==> src/include/cpu_settings.svh <==
`ifndef CPU_SETTINGS_SVH
`define CPU_SETTINGS_SVH

// storage sizes
`define CPU_XLEN        32
`define IMEM_WORDS      64
`define DMEM_WORDS      32

// loader framing bytes
`define LOAD_START_BYTE 8'hFE
`define LOAD_END_BYTE   8'hFF

// opcodes of the supported subset
`define OP_RTYPE        7'b0110011
`define OP_ITYPE        7'b0010011
`define OP_LOAD         7'b0000011
`define OP_STORE        7'b0100011

// {funct7, funct3} of the r-type ops
`define FUNCT_ADD       10'b0000000_000
`define FUNCT_SUB       10'b0100000_000
`define FUNCT_AND       10'b0000000_111
`define FUNCT_OR        10'b0000000_110

`endif

==> src/rtl/cpu_pkg.sv <==
`include "cpu_settings.svh"

package cpu_pkg;

    typedef logic [`CPU_XLEN-1:0]             word_t;       // data or instruction word
    typedef logic [4:0]                       reg_addr_t;   // x0..x31
    typedef logic [$clog2(`IMEM_WORDS)-1:0]   imem_addr_t;  // instruction word index
    typedef logic [$clog2(`DMEM_WORDS)-1:0]   dmem_addr_t;  // data word index
    typedef logic [7:0]                       byte_t;

    typedef enum logic [1:0] {
        ALU_ADD,
        ALU_SUB,
        ALU_AND,
        ALU_OR
    } alu_op_e;

    typedef enum logic [1:0] {
        FWD_NONE,    // value from ID/EX
        FWD_EX_MEM,  // previous instruction
        FWD_MEM_WB   // two instructions back
    } fwd_sel_e;

    typedef enum logic [1:0] {
        LOAD_IDLE,
        LOAD_BYTES,
        LOAD_RUN
    } loader_state_e;

endpackage

==> src/rtl/execute_stage.sv <==
`timescale 1ns/1ps

module execute_stage (
    input  logic               clk_i,
    input  logic               reset,
    input  cpu_pkg::reg_addr_t ex_rs1_addr_i,
    input  cpu_pkg::reg_addr_t ex_rs2_addr_i,
    input  cpu_pkg::reg_addr_t ex_rd_addr_i,
    input  cpu_pkg::word_t     ex_rs1_data_i,
    input  cpu_pkg::word_t     ex_rs2_data_i,
    input  cpu_pkg::word_t     ex_imm_i,
    input  cpu_pkg::alu_op_e   ex_alu_op_i,
    input  logic               ex_alu_src_imm_i,
    input  logic               ex_reg_write_i,
    input  logic               ex_mem_read_i,
    input  logic               ex_mem_write_i,
    input  cpu_pkg::reg_addr_t wb_addr_i,
    input  cpu_pkg::word_t     wb_data_i,
    input  logic               wb_write_i,
    output cpu_pkg::word_t     mem_alu_result_o,
    output cpu_pkg::word_t     mem_store_data_o,
    output cpu_pkg::reg_addr_t mem_rd_addr_o,
    output logic               mem_reg_write_o,
    output logic               mem_mem_read_o,
    output logic               mem_mem_write_o
);
    import cpu_pkg::*;

    fwd_sel_e fwd_a;
    fwd_sel_e fwd_b;
    word_t    op_a;
    word_t    rs2_val;  // forwarded rs2, also the store data
    word_t    op_b;
    word_t    alu_result;

    // newest producer wins, so EX/MEM is checked before MEM/WB
    function automatic fwd_sel_e pick_fwd(input reg_addr_t rs);
        if (mem_reg_write_o && mem_rd_addr_o != '0 && mem_rd_addr_o == rs) begin
            return FWD_EX_MEM;
        end else if (wb_write_i && wb_addr_i != '0 && wb_addr_i == rs) begin
            return FWD_MEM_WB;
        end
        return FWD_NONE;
    endfunction

    function automatic word_t fwd_value(input fwd_sel_e sel, input word_t reg_val);
        case (sel)
            FWD_EX_MEM: return mem_alu_result_o;
            FWD_MEM_WB: return wb_data_i;
            default:    return reg_val;
        endcase
    endfunction

    always_comb begin
        fwd_a   = pick_fwd(ex_rs1_addr_i);
        fwd_b   = pick_fwd(ex_rs2_addr_i);
        op_a    = fwd_value(fwd_a, ex_rs1_data_i);
        rs2_val = fwd_value(fwd_b, ex_rs2_data_i);
        op_b    = ex_alu_src_imm_i ? ex_imm_i : rs2_val;
        case (ex_alu_op_i)
            ALU_SUB: alu_result = op_a - op_b;
            ALU_AND: alu_result = op_a & op_b;
            ALU_OR:  alu_result = op_a | op_b;
            default: alu_result = op_a + op_b;
        endcase
    end

    always_ff @(posedge clk_i or posedge reset) begin
        if (reset) begin
            mem_reg_write_o <= 1'b0;
            mem_mem_read_o  <= 1'b0;
            mem_mem_write_o <= 1'b0;
        end else begin
            mem_reg_write_o <= ex_reg_write_i;
            mem_mem_read_o  <= ex_mem_read_i;
            mem_mem_write_o <= ex_mem_write_i;
        end
    end

    always_ff @(posedge clk_i) begin
        mem_alu_result_o <= alu_result;
        mem_store_data_o <= rs2_val;
        mem_rd_addr_o    <= ex_rd_addr_i;
    end

endmodule

==> config.mk <==
export PLATFORM = sky130hd
export DESIGN_NAME = execute_stage
export DESIGN_NICKNAME = d
export VERILOG_FILES = /design/src/rtl/cpu_pkg.sv /design/src/rtl/execute_stage.sv
export VERILOG_INCLUDE_DIRS = /design/src /design/src/include
export SDC_FILE = /design/constraint.sdc
export NUM_CORES = 1
export LEC_CHECK = 0
export BUFFER_PORTS_ARGS = -buffer_cell sky130_fd_sc_hd__buf_4
export CORE_UTILIZATION = 56
export CTS_CLUSTER_DIAMETER = 30
export DETAILED_ROUTE_END_ITERATION = 10
export PLACE_DENSITY_LB_ADDON = 0.15
export SETUP_SLACK_MARGIN = 0.3
export SLEW_MARGIN = 20
export SYNTH_ARGS = -nofsm -noshare
export SYNTH_HDL_FRONTEND = slang
export SYNTH_SLANG_ARGS = --single-unit
==> constraint.sdc <==
create_clock -name clk_i -period 13 [get_ports clk_i]
set_input_delay 0 -clock clk_i [delete_from_list [all_inputs] [get_ports clk_i]]
set_output_delay 0 -clock clk_i [all_outputs]
set_load 0.05 [all_outputs]
=== Yosys cells after proc, flatten, opt, wreduce, memory -nomap -nowiden ===
Index checks and enable logic that the tools add are counted.

* Flip-flop bits (word level): 72
* Bits of input ports: 157
* Logic and storage cells: 43

* $add $sub $neg: 2
* Eq/ne operators: 11
* Mux-type cells: 14
* Bitwise operators: 2
* Reductions and logical operators: 8

{| class="wikitable"
|+ Operator list
! operator !! count
|-
| one-hot mux 32 bit (2 select lines) || 2
|-
| one-hot mux 32 bit (3 select lines) || 1
|-
| adder 32 bit || 1
|-
| bitwise AND 32 bit || 1
|-
| 2-to-1 mux 32 bit || 1
|-
| bitwise OR 32 bit || 1
|-
| subtractor 32 bit || 1
|-
| equality test 5 bit || 4
|-
| 2-to-1 mux 2 bit || 6
|-
| nonzero test 5 bit || 2
|-
| equality test 2 bit, second input constant || 4
|-
| equality test 2 x 1 -> 1 bit, second input constant || 3
|-
| logical AND 1 bit || 6
|-
| 2-to-1 mux 1 bit || 4
|}

=== Depth between registers and ports, before layout ===
* Depth after elaboration: 11
* Depth in mapped cells: 24
* Depth with buffers taken out: 22

=== Worst setup path after synthesis ===
No wires, ideal clock.

* Kind: reg2reg
* From: register mem_rd_addr_o[1]
* To: register mem_alu_result_o[31]
* Setup time: 0.123 ns
* Arrival time: 5.271 ns
* Required time: 12.877 ns
* Setup slack: 7.606 ns
* Cell stages (with the launch flop): 24
* Buffers on the path: 2
* Clock period less this slack: 5.394 ns
* Cells stage by stage: dfxtp_1 -> or4_4 -> o211ai_4 -> or2_2 -> buf_6 -> buf_6 -> a31oi_1 -> mux2i_1 -> ha_1 -> nand2_1 -> nor3_2 -> and2_1 -> a21oi_1 -> xnor2_1 -> ha_1 -> a21o_1 -> or3_1 -> o211ai_1 -> nand3b_1 -> a41o_1 -> a221oi_1 -> nor3b_1 -> o21a_1 -> nor3_2

* Word-level cells in the longest chain between the ends: 10
* Elaborated cells between the ends (all ways): 24

{| class="wikitable"
|+ Ends and longest elaborated chain
! item !! line !! text
|-
| start, declared || execute_stage.sv:22 || <nowiki>output cpu_pkg::reg_addr_t mem_rd_addr_o,</nowiki>
|-
| start signal, assigned || execute_stage.sv:83 || <nowiki>mem_rd_addr_o <= ex_rd_addr_i;</nowiki>
|-
| nonzero test 5 bit || execute_stage.sv:38 || <nowiki>if (mem_reg_write_o && mem_rd_addr_o != '0 && mem_rd_addr_o == rs) begin</nowiki>
|-
| logical AND 1 bit || execute_stage.sv:38 ||
|-
| logical AND 1 bit (*) || execute_stage.sv:38 ||
|-
| 2-to-1 mux 2 bit or 2-to-1 mux 1 bit (tied branches) || execute_stage.sv:38 ||
|-
| 2-to-1 mux 2 bit (*) || execute_stage.sv:43 || <nowiki>return FWD_NONE;</nowiki>
|-
| equality test 2 bit or equality test 2 x 1 -> 1 bit (tied branches) || execute_stage.sv:47 || <nowiki>case (sel)</nowiki>
|-
| one-hot mux 32 bit (2 select lines) (*) || execute_stage.sv:47 ||
|-
| net rs2_val[1] || execute_stage.sv:32 || <nowiki>word_t rs2_val;</nowiki>
|-
| 2-to-1 mux 32 bit (*) || execute_stage.sv:59 || <nowiki>op_b = ex_alu_src_imm_i ? ex_imm_i : rs2_val;</nowiki>
|-
| adder 32 bit or subtractor 32 bit (tied branches) || execute_stage.sv:64, execute_stage.sv:61 ||
|-
| one-hot mux 32 bit (3 select lines) (*) || execute_stage.sv:60 || <nowiki>case (ex_alu_op_i)</nowiki>
|-
| net alu_result[31] || execute_stage.sv:34 || <nowiki>word_t alu_result;</nowiki>
|-
| end signal, assigned || execute_stage.sv:81 || <nowiki>mem_alu_result_o <= alu_result;</nowiki>
|-
| end, declared || execute_stage.sv:20 || <nowiki>output cpu_pkg::word_t mem_alu_result_o,</nowiki>
|}

The timed path passes the listed nets; every way through them passes the cells marked *.

=== Final worst setup path ===
Same ends and word-level chain as after synthesis.

==> reports/qor.txt <==
Area Overhead vs Synth -> 32.9%
post-CTS sizing -> 0
fraction of layout cells with a size suffix above 1 -> 26.2%
simple-gate portion of the synthesized area -> 18.9%
Mapped Nets -> 1076
Avg WL per Cell -> 18.1 µm
vias in the first global route -> 7113
CP Capture Type -> flop
main combinational cell family by area after synthesis -> compound AO/OA/AOI/OAI gates
clock-pin slew on the worst setup and hold paths -> 60 ps
routed vias -> 7534
Total Nets Final -> 1294
n_diodes -> 0
DIE WIDTH -> 112 µm
post-synthesis compound-gate area fraction -> 24.7%
Initial Util -> 58.4%
period utilization -> 53.9%
Warnings, synthesis -> 0
worst path required time -> 13220 ps
Max-Cap Viols -> 0
core box area -> 11700 µm²
standard-cell rows -> 39
Register-to-Register Path Depth -> 21
ys flop type -> dfxtp_1
initial drt markers -> 628
asr flop ratio synth -> 4.17%
largest area contributor in the netlist -> dfxtp_1
CTS sink cnt -> 72
Slew Viols, Final -> 0
DPL Wire Length -> 16300 µm
first-pass GRT wire length -> 35700 µm
synth cell count leaders -> o21ai_0, nand2_1, dfxtp_1, mux2i_1, nor2_1
M1 WL -> 9800 µm
max_slew headroom -> 36.7%
Peak VDD IR -> 0.105 mV
failing checks -> design-rule violations
Worst-Skew Late Latency -> 340 ps
sequential fraction of the synthesis area -> 21.4%
f_max -> 143 MHz
critical path, cell by cell -> or4_4, o211ai_4, or2_2, a31oi_1, mux2i_1, ha_1, nand2_1, nor3_2, nand4_1, o21ai_0, xnor2_1, ha_1, and3_1, and2_1, o211ai_1, nand3b_1, a41o_1, a221oi_1, nor3b_1, o21a_1, nor3_2
final non-filler cell total -> 1250
Mapped Area -> 6820 µm²
cell with the most instances after synthesis -> o21ai_0
Fin. Hold Viols -> 0
GRT Total Usage -> 35.4%
Cells after Synth -> 884
CP delay by family, top -> simple AND/OR/NAND/NOR gates
final WL -> 22600 µm
metal3 WL -> 1750 µm
endpoints failing setup -> 0
Synth area leaders -> dfxtp_1, mux2i_1, o21ai_0, ha_1, xnor2_1
Pleak -> 0.00408 µW
TritonCTS Buffers -> 9
DRC -> 18
Hold Crit Depth -> 3
Total Die Area -> 12600 µm²
Synth Area in Adders -> 9.62%
Via density -> 6.03
min Tclk post-route -> 7000 ps
Synth Area in XOR/XNOR -> 9.25%
worst path bufs/invs -> 0
CTS tree -> yes
clk buf depth -> 2
CP Data Arrival Time -> 7230 ps
# Post-CTS Setup Buffers -> 0
total gr overflow -> 0
clock skew -> 8.86 ps
Avg Synthesized Cell Area -> 7.71 µm²
Crit. path cell count -> 21
mux contribution to synthesized area -> 11.4%
Worst Tran Pin Value -> 945 ps
routability cong. -> 0.909
slowest stage delay, CP -> 810 ps
top routing layer in use -> met4
status -> finished, violations left
CP Launch Type -> flop
synthesized flop and latch total -> 72
number of synthesized flops with an enable pin -> 0
Ports -> 229
post-synth top area share -> 20.3%
Worst Path Max Fanout -> 39
met2 WL -> 10400 µm
CP Class -> flop to flop
H-Tree Depth -> 3
DRT antenna net count -> 0
initial antenna violation count -> 0
worst hold path type -> input port to flop
Die Y -> 112 µm
PD cells -> 118 nW/µm²
RSZ-0062 raised after global routing -> false
Cell variety after synth -> 71
IO Port Bufs -> 228
largest net degree at the start of global routing -> 64
slowest cell on the critical path -> or2_2
Sum Neg Setup Slack -> 0 ps
Root Buffer -> clkbuf_16
DP Cell Count -> 1213
drt first pass iters -> 8
[power by group]
group,switching [µW],internal [µW],total [µW]
Combinational,329,203,533
Clock,101,154,255
Sequential,28.8,257,286
[cells by family after synthesis]
group                    count (synthesis)
flip-flops                              72
buffers and inverters                   74
AO/OA/AOI/OAI                          269
multiplexers                            74
XOR/XNOR                                72
AND/OR/NAND/NOR                        267
adder cells (fa/ha/maj)                 56
[worst paths after layout]
| kind | startpoint | to | slack, ps |
|---|---|---|---|
| setup / recovery | mem_rd_addr_o[1] | mem_alu_result_o[31] | 6000 |
| hold / removal | wb_data_i[7] | mem_store_data_o[7] | 7 |
| hold reg to reg | mem_alu_result_o[25] | mem_store_data_o[25] | 500 |
| max in group asynchronous | reset | mem_mem_read_o | 12780 |
| min in group asynchronous | reset | mem_reg_write_o | 90 |
| setup reg to reg | mem_rd_addr_o[1] | mem_alu_result_o[31] | 6000 |
[per-stage QoR]
step / setup slack, ps / instance area [µm²] / power (µW) / hold WS (ps) / util (%)
4_1_cts: 6140 / 9050 / 1060 / 0.437 / 77.6
3_5_place_dp: 6160 / 8550 / 806 / -124 / 73.3
2_1_floorplan: 7610 / 6820 / 648 / -246 / -
5_1_grt: 5550 / 9050 / 1120 / 14.5 / 77.6
3_3_place_gp: 6390 / 8550 / 803 / -125 / 73.3
6_report: 6000 / 9050 / 1070 / 7.43 / 77.6
[worst register-to-register path, cell delays in order (launching register included)]
cell	delay [ps]
dfxtp_1	350
or4_4	560
o211ai_4	760
or2_2	810
a31oi_1	300
mux2i_1	310
ha_1	220
nand2_1	140
nor3_2	350
nand4_1	330
o21ai_0	300
xnor2_1	150
ha_1	300
and3_1	240
and2_1	160
o211ai_1	80
nand3b_1	170
a41o_1	320
a221oi_1	530
nor3b_1	270
o21a_1	170
nor3_2	40
[layout make-up]
type | instances | area [µm²]
multi-input combinational | 738 | 5050
fill | 905 | 2610
timing repair buffer | 257 | 1980
sequential | 72 | 1460
clock buffer | 13 | 250
tap | 143 | 179
inverter | 24 | 90.1
clock inverter | 3 | 42.5
[routing by layer]
metal  vias up  track usage [%]
li1       3659                -
met1      3464             46.0
met2       356             58.2
met3        55             5.72
met4         0             15.0
met5         -                0
[cells in the final DEF, fill, tap and decap left out, drive strengths merged, types with 8 or more instances in the layout]
cell type | netlist | final
xnor2 | 44 | 44
nor3 | 33 | 33
xor2 | 28 | 28
a21o | 17 | 17
ha | 34 | 34
nand2 | 91 | 91
a21oi | 47 | 47
dlygate4sd3 | 0 | 21
inv | 24 | 24
maj3 | 21 | 21
buf | 17 | 236
dfxtp | 69 | 69
o21ai | 106 | 106
nor2 | 51 | 51
mux2 | 18 | 18
nand3 | 30 | 30
nand2b | 11 | 11
o21a | 8 | 8
o31ai | 13 | 13
a31oi | 32 | 32
mux2i | 56 | 56
and2 | 10 | 10
clkbuf | 33 | 13
[sequential cells by signal, indices dropped and copies added, names as in the netlist]
name and cells:
mem_reg_write_o 1, mem_alu_result_o 32, mem_mem_read_o 1, mem_rd_addr_o 5
mem_mem_write_o 1, mem_store_data_o 32
[repair_timing]
action	4_1_cts	5_1_grt
hold buffers	21	0
endpoints found under the setup margin	0	0
hold endpoints to repair	20	0
(Power assumes the default switching activity.)
